--- src/rtl/imu_pkg.sv ---
package imu_pkg;

    // sensor bus address, AD0 tied low
    localparam logic [6:0] I2C_DEV_ADDR = 7'h68;

    // power management, a zero clears the sleep bit
    localparam logic [7:0] REG_PWR_MGMT   = 8'h6B;
    localparam logic [7:0] PWR_WAKE_VALUE = 8'h00;

    // first register of the accel/temp/gyro block
    localparam logic [7:0] REG_ACCEL_XOUT_H = 8'h3B;

    // accel xyz, temp, gyro xyz at two bytes each
    localparam int unsigned BURST_LEN = 14;

    typedef logic [7:0]  byte_t;    // one byte on the bus
    typedef logic [3:0]  len_t;     // byte count of a command
    typedef logic [31:0] word_t;    // packed output word

endpackage

--- src/rtl/i2c_scl_gen.sv ---
module i2c_scl_gen #(
    parameter int SCL_LOW_CYCLES  = 125,
    parameter int SCL_HIGH_CYCLES = 125
) (
    input  logic clk_i,
    input  logic reset_n,
    input  logic run_i,
    output logic scl_low_o,
    output logic mid_low_o,
    output logic mid_high_o
);

    localparam int MAX_CYCLES = (SCL_LOW_CYCLES > SCL_HIGH_CYCLES) ?
                                SCL_LOW_CYCLES : SCL_HIGH_CYCLES;
    localparam int CNT_W      = $clog2(MAX_CYCLES + 1);

    logic [CNT_W-1:0] cnt_q;
    logic             scl_low_q;    // 1 while scl is pulled low

    always_ff @(posedge clk_i or negedge reset_n) begin
        if (!reset_n) begin
            cnt_q     <= '0;
            scl_low_q <= 1'b0;
        end else if (!run_i) begin
            cnt_q     <= '0;        // next run opens with a high phase
            scl_low_q <= 1'b0;
        end else if (scl_low_q && cnt_q == CNT_W'(SCL_LOW_CYCLES - 1)) begin
            cnt_q     <= '0;
            scl_low_q <= 1'b0;
        end else if (!scl_low_q && cnt_q == CNT_W'(SCL_HIGH_CYCLES - 1)) begin
            cnt_q     <= '0;
            scl_low_q <= 1'b1;
        end else begin
            cnt_q <= cnt_q + 1'b1;
        end
    end

    assign scl_low_o  = scl_low_q;
    assign mid_low_o  = run_i && scl_low_q && cnt_q == CNT_W'(SCL_LOW_CYCLES / 2);
    assign mid_high_o = run_i && !scl_low_q && cnt_q == CNT_W'(SCL_HIGH_CYCLES / 2);

endmodule

--- src/rtl/i2c_byte_engine.sv ---
module i2c_byte_engine #(
    parameter int SCL_LOW_CYCLES  = 125,
    parameter int SCL_HIGH_CYCLES = 125
) (
    input  logic           clk_i,
    input  logic           reset_n,
    input  logic           sda_i,
    input  logic           cmd_start_i,
    input  logic           cmd_read_i,
    input  imu_pkg::byte_t cmd_reg_addr_i,
    input  imu_pkg::byte_t cmd_wdata_i,
    input  imu_pkg::len_t  cmd_len_i,
    output logic           scl_oe_o,
    output logic           sda_oe_o,
    output logic           busy_o,
    output logic           rx_valid_o,
    output logic           done_o,
    output logic           nack_o,
    output imu_pkg::byte_t rx_byte_o
);

    typedef enum logic [2:0] {
        IDLE, START, TX_BIT, TX_ACK, RSTART, RX_BIT, RX_ACK, STOP
    } state_t;

    // which byte the current TX_BIT run carries
    typedef enum logic [1:0] {
        TX_DEV_W, TX_REG, TX_DATA, TX_DEV_R
    } tx_stage_t;

    state_t         state_q;
    tx_stage_t      stage_q;
    logic           run_q;
    logic           read_q;
    imu_pkg::byte_t reg_addr_q;
    imu_pkg::byte_t wdata_q;
    imu_pkg::len_t  len_q;
    imu_pkg::len_t  byte_cnt_q;
    imu_pkg::byte_t shift_q;
    logic [2:0]     bit_cnt_q;
    logic           mid_low;
    logic           mid_high;
    logic           last_byte;

    i2c_scl_gen #(
        .SCL_LOW_CYCLES  (SCL_LOW_CYCLES),
        .SCL_HIGH_CYCLES (SCL_HIGH_CYCLES)
    ) i_scl_gen (
        .clk_i      (clk_i),
        .reset_n    (reset_n),
        .run_i      (run_q),
        .scl_low_o  (scl_oe_o),
        .mid_low_o  (mid_low),
        .mid_high_o (mid_high)
    );

    assign last_byte = (byte_cnt_q == len_q - 1'b1);

    // every state changes sda at mid_low and decides at mid_high
    always_ff @(posedge clk_i or negedge reset_n) begin
        if (!reset_n) begin
            state_q    <= IDLE;
            stage_q    <= TX_DEV_W;
            run_q      <= 1'b0;
            read_q     <= 1'b0;
            reg_addr_q <= '0;
            wdata_q    <= '0;
            len_q      <= '0;
            byte_cnt_q <= '0;
            shift_q    <= '0;
            bit_cnt_q  <= '0;
            sda_oe_o   <= 1'b0;
            busy_o     <= 1'b0;
            rx_valid_o <= 1'b0;
            done_o     <= 1'b0;
            nack_o     <= 1'b0;
            rx_byte_o  <= '0;
        end else begin
            rx_valid_o <= 1'b0;
            done_o     <= 1'b0;
            nack_o     <= 1'b0;
            case (state_q)
                IDLE: begin
                    if (cmd_start_i) begin
                        read_q     <= cmd_read_i;
                        reg_addr_q <= cmd_reg_addr_i;
                        wdata_q    <= cmd_wdata_i;
                        len_q      <= cmd_len_i;
                        shift_q    <= {imu_pkg::I2C_DEV_ADDR, 1'b0};   // address + write
                        stage_q    <= TX_DEV_W;
                        bit_cnt_q  <= '0;
                        byte_cnt_q <= '0;
                        busy_o     <= 1'b1;
                        run_q      <= 1'b1;
                        state_q    <= START;
                    end
                end
                START: begin
                    if (mid_high) begin
                        sda_oe_o <= 1'b1;           // sda falls while scl high
                        state_q  <= TX_BIT;
                    end
                end
                TX_BIT: begin
                    if (mid_low) begin
                        sda_oe_o <= ~shift_q[7];    // msb first, pull for a zero
                        shift_q  <= {shift_q[6:0], 1'b0};
                    end
                    if (mid_high) begin
                        bit_cnt_q <= bit_cnt_q + 3'd1;
                        if (bit_cnt_q == 3'd7) begin
                            state_q <= TX_ACK;
                        end
                    end
                end
                TX_ACK: begin
                    if (mid_low) begin
                        sda_oe_o <= 1'b0;           // let the sensor drive ack
                    end
                    if (mid_high) begin
                        if (sda_i) begin
                            nack_o  <= 1'b1;        // no ack, give up the bus
                            busy_o  <= 1'b0;
                            run_q   <= 1'b0;
                            state_q <= IDLE;
                        end else begin
                            case (stage_q)
                                TX_DEV_W: begin
                                    shift_q <= reg_addr_q;
                                    stage_q <= TX_REG;
                                    state_q <= TX_BIT;
                                end
                                TX_REG: begin
                                    if (read_q) begin
                                        state_q <= RSTART;
                                    end else begin
                                        shift_q <= wdata_q;
                                        stage_q <= TX_DATA;
                                        state_q <= TX_BIT;
                                    end
                                end
                                TX_DATA: state_q <= STOP;
                                default: state_q <= RX_BIT;     // read address acked
                            endcase
                        end
                    end
                end
                RSTART: begin
                    if (mid_low) begin
                        sda_oe_o <= 1'b0;           // sda high before repeated start
                    end
                    if (mid_high) begin
                        sda_oe_o <= 1'b1;
                        shift_q  <= {imu_pkg::I2C_DEV_ADDR, 1'b1};   // address + read
                        stage_q  <= TX_DEV_R;
                        state_q  <= TX_BIT;
                    end
                end
                RX_BIT: begin
                    if (mid_low) begin
                        sda_oe_o <= 1'b0;
                    end
                    if (mid_high) begin
                        shift_q   <= {shift_q[6:0], sda_i};
                        bit_cnt_q <= bit_cnt_q + 3'd1;
                        if (bit_cnt_q == 3'd7) begin
                            rx_byte_o  <= {shift_q[6:0], sda_i};
                            rx_valid_o <= 1'b1;
                            state_q    <= RX_ACK;
                        end
                    end
                end
                RX_ACK: begin
                    if (mid_low) begin
                        sda_oe_o <= ~last_byte;     // nack the final byte
                    end
                    if (mid_high) begin
                        if (last_byte) begin
                            state_q <= STOP;
                        end else begin
                            byte_cnt_q <= byte_cnt_q + 1'b1;
                            state_q    <= RX_BIT;
                        end
                    end
                end
                STOP: begin
                    if (mid_low) begin
                        sda_oe_o <= 1'b1;
                    end
                    if (mid_high) begin
                        sda_oe_o <= 1'b0;           // sda rises while scl high
                        run_q    <= 1'b0;
                        busy_o   <= 1'b0;
                        done_o   <= 1'b1;
                        state_q  <= IDLE;
                    end
                end
                default: state_q <= IDLE;
            endcase
        end
    end

    // sequencer only starts a command once the previous one has ended
    a_start_when_idle: assert property (
        @(posedge clk_i) disable iff (!reset_n) cmd_start_i |-> !busy_o);

    a_rx_only_on_read: assert property (
        @(posedge clk_i) disable iff (!reset_n) rx_valid_o |-> read_q);

endmodule

--- src/rtl/imu_sequencer.sv ---
module imu_sequencer #(
    parameter int POLL_CYCLES = 1_000_000
) (
    input  logic           clk_i,
    input  logic           reset_n,
    input  logic           eng_done_i,
    input  logic           eng_nack_i,
    output logic           cmd_start_o,
    output logic           cmd_read_o,
    output logic           burst_begin_o,
    output logic           error_o,
    output imu_pkg::byte_t cmd_reg_addr_o,
    output imu_pkg::byte_t cmd_wdata_o,
    output imu_pkg::len_t  cmd_len_o
);

    typedef enum logic [2:0] {
        WAKE, WAIT_WAKE, POLL_WAIT, BURST, WAIT_BURST, FAULT
    } state_t;

    localparam int POLL_W = $clog2(POLL_CYCLES + 1);

    state_t            state_q;
    logic [POLL_W-1:0] poll_cnt_q;

    always_ff @(posedge clk_i or negedge reset_n) begin
        if (!reset_n) begin
            state_q        <= WAKE;
            poll_cnt_q     <= '0;
            cmd_start_o    <= 1'b0;
            cmd_read_o     <= 1'b0;
            burst_begin_o  <= 1'b0;
            error_o        <= 1'b0;
            cmd_reg_addr_o <= '0;
            cmd_wdata_o    <= '0;
            cmd_len_o      <= '0;
        end else begin
            cmd_start_o   <= 1'b0;
            burst_begin_o <= 1'b0;
            case (state_q)
                WAKE: begin
                    cmd_start_o    <= 1'b1;     // single write clears sleep
                    cmd_read_o     <= 1'b0;
                    cmd_reg_addr_o <= imu_pkg::REG_PWR_MGMT;
                    cmd_wdata_o    <= imu_pkg::PWR_WAKE_VALUE;
                    cmd_len_o      <= imu_pkg::len_t'(1);
                    state_q        <= WAIT_WAKE;
                end
                WAIT_WAKE, WAIT_BURST: begin
                    if (eng_nack_i) begin
                        error_o <= 1'b1;        // sticky until reset
                        state_q <= FAULT;
                    end else if (eng_done_i) begin
                        poll_cnt_q <= '0;
                        state_q    <= POLL_WAIT;
                    end
                end
                POLL_WAIT: begin
                    if (poll_cnt_q == POLL_W'(POLL_CYCLES - 1)) begin
                        state_q <= BURST;
                    end else begin
                        poll_cnt_q <= poll_cnt_q + 1'b1;
                    end
                end
                BURST: begin
                    cmd_start_o    <= 1'b1;
                    burst_begin_o  <= 1'b1;     // assembler restarts its index
                    cmd_read_o     <= 1'b1;
                    cmd_reg_addr_o <= imu_pkg::REG_ACCEL_XOUT_H;
                    cmd_len_o      <= imu_pkg::len_t'(imu_pkg::BURST_LEN);
                    state_q        <= WAIT_BURST;
                end
                FAULT: state_q <= FAULT;
                default: state_q <= WAKE;
            endcase
        end
    end

    a_no_start_in_fault: assert property (
        @(posedge clk_i) disable iff (!reset_n) !(cmd_start_o && state_q == FAULT));

endmodule

--- src/rtl/imu_sample_assembler.sv ---
module imu_sample_assembler (
    input  logic           clk_i,
    input  logic           reset_n,
    input  logic           burst_begin_i,
    input  logic           rx_valid_i,
    input  imu_pkg::byte_t rx_byte_i,
    output logic           sample_valid_o,
    output imu_pkg::word_t data1_o,
    output imu_pkg::word_t data2_o,
    output imu_pkg::word_t data3_o
);

    localparam imu_pkg::len_t LAST_IDX = imu_pkg::len_t'(imu_pkg::BURST_LEN - 1);

    imu_pkg::len_t  idx_q;
    // bytes 0..12, the last one goes straight into the words
    imu_pkg::byte_t stage_q [imu_pkg::BURST_LEN-1];

    always_ff @(posedge clk_i or negedge reset_n) begin
        if (!reset_n) begin
            idx_q          <= '0;
            sample_valid_o <= 1'b0;
        end else begin
            sample_valid_o <= rx_valid_i && idx_q == LAST_IDX;
            if (burst_begin_i) begin
                idx_q <= '0;
            end else if (rx_valid_i) begin
                idx_q <= idx_q + 1'b1;
            end
        end
    end

    always_ff @(posedge clk_i) begin
        if (rx_valid_i && idx_q < LAST_IDX) begin
            stage_q[idx_q] <= rx_byte_i;
        end
        if (rx_valid_i && idx_q == LAST_IDX) begin
            data1_o <= {stage_q[2], stage_q[3], stage_q[0], stage_q[1]};     // ay, ax
            data2_o <= {stage_q[8], stage_q[9], stage_q[4], stage_q[5]};     // gx, az
            data3_o <= {stage_q[12], rx_byte_i, stage_q[10], stage_q[11]};   // gz, gy
        end
    end

    // engine never hands over more bytes than one burst holds
    a_idx_in_range: assert property (
        @(posedge clk_i) disable iff (!reset_n)
        idx_q <= imu_pkg::len_t'(imu_pkg::BURST_LEN));

endmodule

--- src/rtl/imu_reader_top.sv ---
module imu_reader_top #(
    parameter int SCL_LOW_CYCLES  = 125,
    parameter int SCL_HIGH_CYCLES = 125,
    parameter int POLL_CYCLES     = 1_000_000
) (
    input  logic           clk_i,
    input  logic           reset_n,
    input  logic           sda_i,
    output logic           scl_oe_o,
    output logic           sda_oe_o,
    output logic           sample_valid_o,
    output logic           error_o,
    output imu_pkg::word_t data1_o,
    output imu_pkg::word_t data2_o,
    output imu_pkg::word_t data3_o
);

    logic           cmd_start;
    logic           cmd_read;
    logic           burst_begin;
    logic           eng_busy;
    logic           rx_valid;
    logic           eng_done;
    logic           eng_nack;
    imu_pkg::byte_t cmd_reg_addr;
    imu_pkg::byte_t cmd_wdata;
    imu_pkg::byte_t rx_byte;
    imu_pkg::len_t  cmd_len;

    imu_sequencer #(
        .POLL_CYCLES (POLL_CYCLES)
    ) i_sequencer (
        .clk_i          (clk_i),
        .reset_n        (reset_n),
        .eng_done_i     (eng_done),
        .eng_nack_i     (eng_nack),
        .cmd_start_o    (cmd_start),
        .cmd_read_o     (cmd_read),
        .burst_begin_o  (burst_begin),
        .error_o        (error_o),
        .cmd_reg_addr_o (cmd_reg_addr),
        .cmd_wdata_o    (cmd_wdata),
        .cmd_len_o      (cmd_len)
    );

    i2c_byte_engine #(
        .SCL_LOW_CYCLES  (SCL_LOW_CYCLES),
        .SCL_HIGH_CYCLES (SCL_HIGH_CYCLES)
    ) i_engine (
        .clk_i          (clk_i),
        .reset_n        (reset_n),
        .sda_i          (sda_i),
        .cmd_start_i    (cmd_start),
        .cmd_read_i     (cmd_read),
        .cmd_reg_addr_i (cmd_reg_addr),
        .cmd_wdata_i    (cmd_wdata),
        .cmd_len_i      (cmd_len),
        .scl_oe_o       (scl_oe_o),
        .sda_oe_o       (sda_oe_o),
        .busy_o         (eng_busy),
        .rx_valid_o     (rx_valid),
        .done_o         (eng_done),
        .nack_o         (eng_nack),
        .rx_byte_o      (rx_byte)
    );

    imu_sample_assembler i_assembler (
        .clk_i          (clk_i),
        .reset_n        (reset_n),
        .burst_begin_i  (burst_begin),
        .rx_valid_i     (rx_valid),
        .rx_byte_i      (rx_byte),
        .sample_valid_o (sample_valid_o),
        .data1_o        (data1_o),
        .data2_o        (data2_o),
        .data3_o        (data3_o)
    );

    // after a fault the bus stays quiet
    a_engine_idle_in_fault: assert property (
        @(posedge clk_i) disable iff (!reset_n) error_o |-> !eng_busy);

endmodule

--- config.mk ---
export PLATFORM = sky130hd
export DESIGN_NAME = imu_reader_top
export DESIGN_NICKNAME = d
export VERILOG_FILES = /design/src/rtl/imu_pkg.sv /design/src/rtl/i2c_scl_gen.sv /design/src/rtl/i2c_byte_engine.sv /design/src/rtl/imu_sequencer.sv /design/src/rtl/imu_sample_assembler.sv /design/src/rtl/imu_reader_top.sv
export SDC_FILE = /design/constraint.sdc
export NUM_CORES = 1
export LEC_CHECK = 0
export ABC_AREA = 1
export BUFFER_PORTS_ARGS = -buffer_cell sky130_fd_sc_hd__buf_4
export CAP_MARGIN = 5
export CORE_MARGIN = 4
export CORE_UTILIZATION = 55
export CTS_BUF_LIST = sky130_fd_sc_hd__clkbuf_8
export DETAILED_ROUTE_END_ITERATION = 8
export GPL_TIMING_DRIVEN = 0
export PLACE_DENSITY_LB_ADDON = 0.25
export SYNTH_ARGS = -nofsm -noshare
export SYNTH_HDL_FRONTEND = slang
export SYNTH_SLANG_ARGS = --single-unit
--- constraint.sdc ---
create_clock -name clk_i -period 14.4 [get_ports clk_i]
set_clock_uncertainty 0.15 [all_clocks]
set_input_delay 2.88 -clock clk_i [delete_from_list [all_inputs] [get_ports clk_i]]
set_output_delay 2.88 -clock clk_i [all_outputs]
set_load 0.1 [all_outputs]
==> results of run 1 <==
worst paths after layout:
| kind | end | slack (ns) | depth (start not counted) |
|---|---|---|---|
| setup / recovery | scl_oe_o | 10.15 | 1 |
| hold / removal | data1_o[31] | 0.26 | 0 |
| setup reg to reg | i_assembler.stage_q[10][6] | 12.16 | 4 |
| hold reg to reg | data1_o[31] | 0.26 | 0 |
| max in group asynchronous | i_engine.i_scl_gen.cnt_q[3] | 11.07 | 1 |
| min in group asynchronous | i_sequencer.poll_cnt_q[3] | 2.37 | 1 |
placed cells by master, fill, tap and decap left out, drive strengths merged, types with 14 or more instances in the layout:
cell type	Yosys	routed
inv	72	92
buf	5	110
ha	16	16
edfxtp	184	184
xor2	14	14
nand2	168	168
dfrtp	78	78
clkbuf	1	45
nor2	87	87
nand3	41	41
o21ai	49	49
registers in the layout (all words and copies together) (netlist names), 3 cells and up:
signal and count:
i_assembler.stage_q 88, data1_o 32, data2_o 32, data3_o 24
i_sequencer.poll_cnt_q 20, i_assembler.data3_o 8, i_engine.rx_byte_o 8, i_engine.shift_q 8
i_engine.i_scl_gen.cnt_q 7, i_assembler.idx_q 4, i_engine.byte_cnt_q 4, i_engine.bit_cnt_q 3
i_engine.state_q 3, i_sequencer.state_q 3
power breakdown:
| part | internal, mW | total, mW | switching [mW] | leakage, nW |
|---|---|---|---|---|
| clock network | 0.281 | 0.542 | 0.261 | 0.442 |
| registers | 0.799 | 0.799 | 0 | 2.31 |
| logic | 0.000354 | 0.00481 | 0.00445 | 1.58 |
| total | 1.08 | 1.35 | 0.265 | 4.33 |
metal layers:
metal | vias to the layer above | share of wire (%) | wire length [um]
li1 | 2920 | - | -
met1 | 2797 | 44 | 7787
met2 | 156 | 49 | 8678
met3 | 23 | 6.4 | 1136
met4 | 0 | 1.5 | 275
met5 | - | 0 | 0
area by class of cell:
cell class | instances | area (sq um) | share of cell area [%]
inverters | 72 | 270.3 | 2.286
plain buffers | 6 | 60.06 | 0.5081
repair buffers | 105 | 810.8 | 6.859
well taps | 229 | 286.5 | 2.424
flip-flops and latches | 262 | 7477 | 63.26
clock buffers | 44 | 605.6 | 5.123
multi-input cells | 426 | 2188 | 18.51
clock inverters | 29 | 121.4 | 1.027
per-stage QoR:
step,util [%],hold slack (ns)
2_1_floorplan,-,0.2503
3_3_place_gp,61.67,0.2506
3_5_place_dp,61.94,0.2545
4_1_cts,66.00,0.2563
5_1_grt,66.03,0.2657
6_report,66.03,0.2607
kinds of logic (layout without fill, tap and decap cells):
logic type	after synthesis	after routing	share of synthesized area, %
buffers and inverters	78	256	3.307
xor gates and xnor gates	16	16	1.403
adders and majority gates	16	16	2.004
and+or+nand+nor	319	319	13.87
AOI/OAI and AO/OA	75	75	4.560
DFF	262	262	74.86
==> results.md, run 1 <==
- Top-area cell type share of the netlist area: 55.32%
- Register area share after synthesis: 74.86%
- Vias in the first global route: 5845
- Worst Path Arrival: 1.22 ns
- Hold wc startpoint: i_assembler.stage_q[2][7]
- Number of synthesized flops with an enable pin: 184
- Post-DRT Antenna Nets: 0
- IO Port Bufs: 102
- Dpl cells: 1099
- Setup bufs post-CTS: 0
- Post-Place Cell Area: 11090 sq um
- M1 GR Usage: 24.07%
- Critical path's slowest cell: dfrtp_1
- Core area: 17900 sq um
- CP startpoint: i_engine.i_scl_gen.scl_low_o
- Placement Rows: 49
- Post-route cell area: 11820 sq um
- Synth-to-Final Area Change: 18.34%
- Final wirelength: 17.88 mm
- DRT Pass-1 Iters: 6
- Congestion Overflow GR: 0
- DP Worst Slack: 10.41 ns
- Worst Tran Pin Value: 1.210 ns
- Worst hold path type: flip-flop to flip-flop
- P per Cell Area: 113.9 nW/um^2
- Yosys reg bits: 262
- Tmin final: 4.250 ns
- Final net count: 932
- Met2 usage: 29.45%
- Max stage delay on crit path: 0.40 ns
- Most common cell in the netlist: edfxtp_1
- Setup-failing EPs final: 0
- Fin. Hold Viols: 0
- Hold-fix buffers, CTS: 0
- Most used DFF post-synth: edfxtp_1
- Drt wl/cell: 15.24 um
- Layout cells sized above 1: 21.93%
- Drt first-iter violations: 324
- CTS tree: done
- Drt drc: 0
- Global-route wire length before repair: 29.00 mm
- Synth area leader: edfxtp_1
- Delay-heaviest family, CP: flip-flops
- Setup crit start kind: flip-flop
- CP max FO: 4
- Synth unique cells: 35
- H-tree Lvls: 2
- Total design power: 1.346 mW
- CP endpoint kind: output pin
- Post-route insts no fill: 1173
- Mapped Cells: 766
- Mapped Area: 9988 sq um
- Routability cong.: 0.8878
- Top Usage Layer GRT: met2
- Max-cap violations: 0
- Final WS setup: 10.15 ns
- TNS Setup: 0 ns
- Clk slew on worst S/H paths: 0.06 ns
- Die Span Y: 142.8 um
- CTS sink count: 262
- Global Route Usage Sum: 17.89%
- Outcome: finished, final reports clean
- ANT cells: 0
- Fillers: 1311
- Vias per std cell: 5.026
- Max Slew Vio Count: 0
- Buf+Inv Stages, Crit Path: 1
- Clk Latency, worst-skew pair: 0.51 ns
- Die Span X: 142.8 um
- Mean Syn Cell Area: 13.04 sq um
- Initial Util: 55.79%
- Vias: 5896
- M3 GR Usage: 4.119%
- I/O pin count: 103
- Worst r2r src: i_assembler.idx_q[0]
- Area contributors post-synth: edfxtp_1 (55%), dfrtp_1 (20%), nand2_1 (5.9%), nor2_1 (3.0%), inv_1 (2.3%)
- Pin count of the biggest net entering global routing: 79
- Antenna violations before repair: 0
- Crit path cell chain: buf_4
- Unrepaired setup endpoints after global routing: no
- Synthesized Nets: 785
- Post-CTS sizing: 0
- CP Class: flip-flop to output pin
- Die area: 20380 sq um
- Final Cycle Share: 29.51%
- CTS root buffer: clkbuf_8
- P_leak: 4.333 nW
- Synth async-reset ratio: 29.77%
- Cts bufs inserted: 40
- CP required: 11.37 ns
- CTS Buffer Depth: 3
- Fmax: 0.2353 GHz
- Worst VDD drop: 0.09939 mV
- Synth cell count leaders: edfxtp_1 (184), nand2_1 (157), nor2_1 (79)
- Synth warn: 0
- Worst rel slew slack: 18.72%
- Post-DP HPWL: 11.92 mm
(Power assumes the default switching activity.)
==> inputs of run 2 (changes only) <==
Settings changed: ABC_AREA 1 to 0.
Clock period 14.4 ns to 3.85 ns, I/O delays scaled along.
==> run 2 against run 1 <==
  * Power grew to 3.8 times the previous value
  * Highest routed layer unchanged
  * First-iteration DRC count rose by 11%
  * Flip-flop and latch count unchanged
  * Final cell count shrank 12%
  * Critical path depth is 6 higher
  * Via count fell by 4.4%
  * Largest power group unchanged
==> results.md, run 2 <==
- Outcome: finished, final reports clean
- Setup-failing EPs final: 0 (unchanged)
- Global Route Usage Sum: 18.83% (+0.95 points)
- Worst r2r src: i_engine.i_scl_gen.cnt_q[0]
- Mapped Cells: 631 (-18%)
- Worst reg-to-reg path cell count: 7 (+3)
- Global-route wire length before repair: 30.01 mm (+3.5%)
- Logic pwr share: 0.4% (about the same)
- Part of the power in registers: 58.0% (-1.4 points)
- Clk Latency, worst-skew pair: 0.53 ns (+0.02 ns)
- Synth-to-Final Area Change: 19.07%
- Post-DP HPWL: 12.08 mm (+1.4%)
- Worst Path Arrival: 2.92 ns (+1.70 ns)
- Switching Fraction: 19.97% (+0.28 points)
- H-tree Lvls: 2 (unchanged)
- Min Hold Slack: 0.2184 ns (-0.04232 ns)
- Register area share after synthesis: 76.39% (+1.5 points)
- IO Port Bufs: 102 (unchanged)
- Mapped Area: 9788 sq um (-2.0%)
- Setup bufs post-CTS: 0 (unchanged)
- FF/Latch Area: 7477 sq um (unchanged)
- DP Worst Slack: 1.198 ns (-9.207 ns)
- Commonest non-fill, non-tap cell in the layout: edfxtp_1
- CP required: 4.11 ns (-7.26 ns)
- Fin. Hold Viols: 0 (unchanged)
- Clock share of power: 41.6% (+1.3 points)
- Antenna violations before repair: 0 (unchanged)
- CP max FO: 8 (+4)
- Vias per std cell: 5.443 (+8.3%)
- Total design power: 5.163 mW (+280%)
- Worst R2R Setup Slack: 1.19 ns (-10.97 ns)
- Routability cong.: 0.8240 (-7.2%)
- Drt first-iter violations: 361 (+11%)
- Top-area cell type share of the netlist area: 56.45% (+1.1 points)
- Yosys reg bits: 262 (unchanged)
- Worst Tran Pin Value: 1.177 ns (-0.03265 ns)
- Synth async-reset ratio: 29.77% (unchanged)
- Largest register FFs: 88 (unchanged)
- Worst rel slew slack: 20.91% (+2.2 points)
- DRT Pass-1 Iters: 6 (unchanged)
- Die area: 20000 sq um (-1.9%)
- Fillers: 1194 (-8.9%)
- P_int: 4.132 mW (+280%)
- Die Span Y: 141.4 um (-0.95%)
- Post-CTS sizing: 0 (unchanged)
- CTS sink count: 262 (unchanged)
- Layout cells sized above 1: 23.21% (+1.3 points)
- Most common cell in the netlist: edfxtp_1
- Unrepaired setup endpoints after global routing: no
- Final wirelength: 18.26 mm (+2.2%)
- TNS Setup: 0 ns (unchanged)
- Placement Rows: 48 (-2.0%)
- Area contributors post-synth: edfxtp_1 (56%), dfrtp_1 (20%), mux2_2 (2.2%), ha_1 (2.0%), nor2_1 (1.9%)
- Setup crit end: i_engine.shift_q[4]
- Post-DRT Antenna Nets: 0 (unchanged)
- Top flop regs: i_assembler.stage_q (88), data1_o (32), data2_o (32)
- Final WS setup: 1.191 ns (-8.959 ns)
- Switching pwr: 1.031 mW (+290%)
- CP endpoint kind: flip-flop
- Setup crit start kind: flip-flop
- Final net count: 797 (-14%)
- CTS Buffer Depth: 3 (unchanged)
- Clk slew on worst S/H paths: 0.05 ns (about the same)
- Synth cell count leaders: edfxtp_1 (184), dfrtp_1 (78), nor2_1 (49)
- Synth unique cells: 57 (+63%)
- Area of the multi-input gates: 2177 sq um (-0.51%)
- Vias: 5634 (-4.4%)
- CP Class: flip-flop to flip-flop
- Final Cycle Share: 69.06%
- Mean Syn Cell Area: 15.51 sq um (+19%)
- Max-cap violations: 0 (unchanged)
- Core area: 17360 sq um (-3.0%)
- R2r endpoint: i_engine.shift_q[4]
- P per Cell Area: 443.0 nW/um^2 (+290%)
- ANT cells: 0 (unchanged)
- Vias in the first global route: 5740 (-1.8%)
- Tmin final: 2.659 ns
- CTS root buffer: clkbuf_8
- Die Span X: 141.4 um (-0.95%)
- Congestion Overflow GR: 0 (unchanged)
- Max Slew Vio Count: 0 (unchanged)
- Synth area leader: edfxtp_1
- Post-route cell area: 11650 sq um (-1.4%)
- I/O pin count: 103 (unchanged)
- Pin count of the biggest net entering global routing: 79 (unchanged)
- Synthesized Nets: 650 (-17%)
- Worst VDD drop: 0.2868 mV (+190%)
- Most frequent cells in the layout: edfxtp_1 (184), buf_4 (104), dfrtp_1 (78)
- Most used DFF post-synth: edfxtp_1
- Fmax: 0.3761 GHz
- Post-Place Cell Area: 10880 sq um (-1.9%)
- Initial Util: 56.39% (+0.60 points)
- Drt drc: 0 (unchanged)
- Synth warn: 0 (unchanged)
- CTS tree: done
- CP startpoint: i_engine.i_scl_gen.cnt_q[0]
- Number of synthesized flops with an enable pin: 184 (unchanged)
- Largest Register: i_assembler.stage_q
- Cts bufs inserted: 41 (+2.5%)
- P_leak: 4.053 nW (-6.5%)
- Drt wl/cell: 17.65 um (+16%)
- Worst hold path type: input port to asynchronous set/reset pin
- Hold-fix buffers, CTS: 0 (unchanged)
## run 2: cell count changes after synthesis, sizes merged, moves of 7 or more
cell,change
nand2,-121
o211ai,+8
clkbuf,+13
xnor2,+8
o31ai,+7
inv,-55
nand3,-22
nand2b,+7
mux2,+19
nor2,-38
o21ai,-22
## run 2: how the worst min path moves through the flow
stage                              start                          end
4_1_cts                          reset_n  i_engine.i_scl_gen.cnt_q[1]
3_5_place_dp   i_assembler.stage_q[3][3]                  data1_o[19]
5_1_grt        i_assembler.stage_q[4][6]                  data2_o[14]
2_1_floorplan  i_assembler.stage_q[1][0]                   data1_o[0]
3_3_place_gp   i_assembler.stage_q[3][0]                  data1_o[16]
6_report                         reset_n  i_engine.i_scl_gen.cnt_q[0]
## run 2: power groups by stage
stage	registers [mW]	clock network [mW]	logic [mW]
final	3.00	2.15	0.0182
after global routing	2.99	2.38	0.0222
after CTS	3.00	2.22	0.0196
after detailed placement	3.05	0	0.0196
after global placement	3.05	0	0.0194
after floorplan	3.05	0	0.000481
## run 2: area by class of cell
| type | instances | share of cell area (%) |
|---|---|---|
| Buffer | 19 | 0.7085 |
| Tap cell | 225 | 2.415 |
| Clock inverter | 34 | 1.739 |
| Multi-Input combinational cell | 333 | 18.68 |
| Inverter | 17 | 0.5475 |
| Clock buffer | 41 | 4.842 |
| Sequential cell | 262 | 64.15 |
| Timing Repair Buffer | 104 | 6.914 |
## run 2: worst max-delay path, stage by stage, from the launching register on
cell and delay [ns]:
dfrtp_1 0.42, inv_1 0.10, ha_1 0.18, nand4b_2 0.20
nor2_1 0.27, o211ai_1 0.22, nor4_4 0.60, mux2_2 0.40
## run 2: stage by stage
stage          instances  util, %
4_1_cts             1035    67.12
3_3_place_gp         958    62.44
6_report            1035    67.15
5_1_grt             1035    67.15
3_5_place_dp         960    62.70
2_1_floorplan        631        -
## run 2: per-layer routing
layer	global-route usage (%)	vias up	share of wire (%)	wire, um
li1	-	2648	-	-
met1	25.36	2768	43	7810
met2	30.50	188	48	8768
met3	4.820	30	7.2	1311
met4	6.061	0	2.0	374
met5	0	-	0	0
## run 2: kinds of logic after synthesis
group | count (synthesis) | synth area share (%)
DFF | 262 | 76.39
and+or+nand+nor | 181 | 9.319
AOI/OAI and AO/OA | 90 | 6.123
buffers and inverters | 36 | 1.495
xor gates and xnor gates | 25 | 2.237
muxes | 21 | 2.390
adders and majority gates | 16 | 2.045
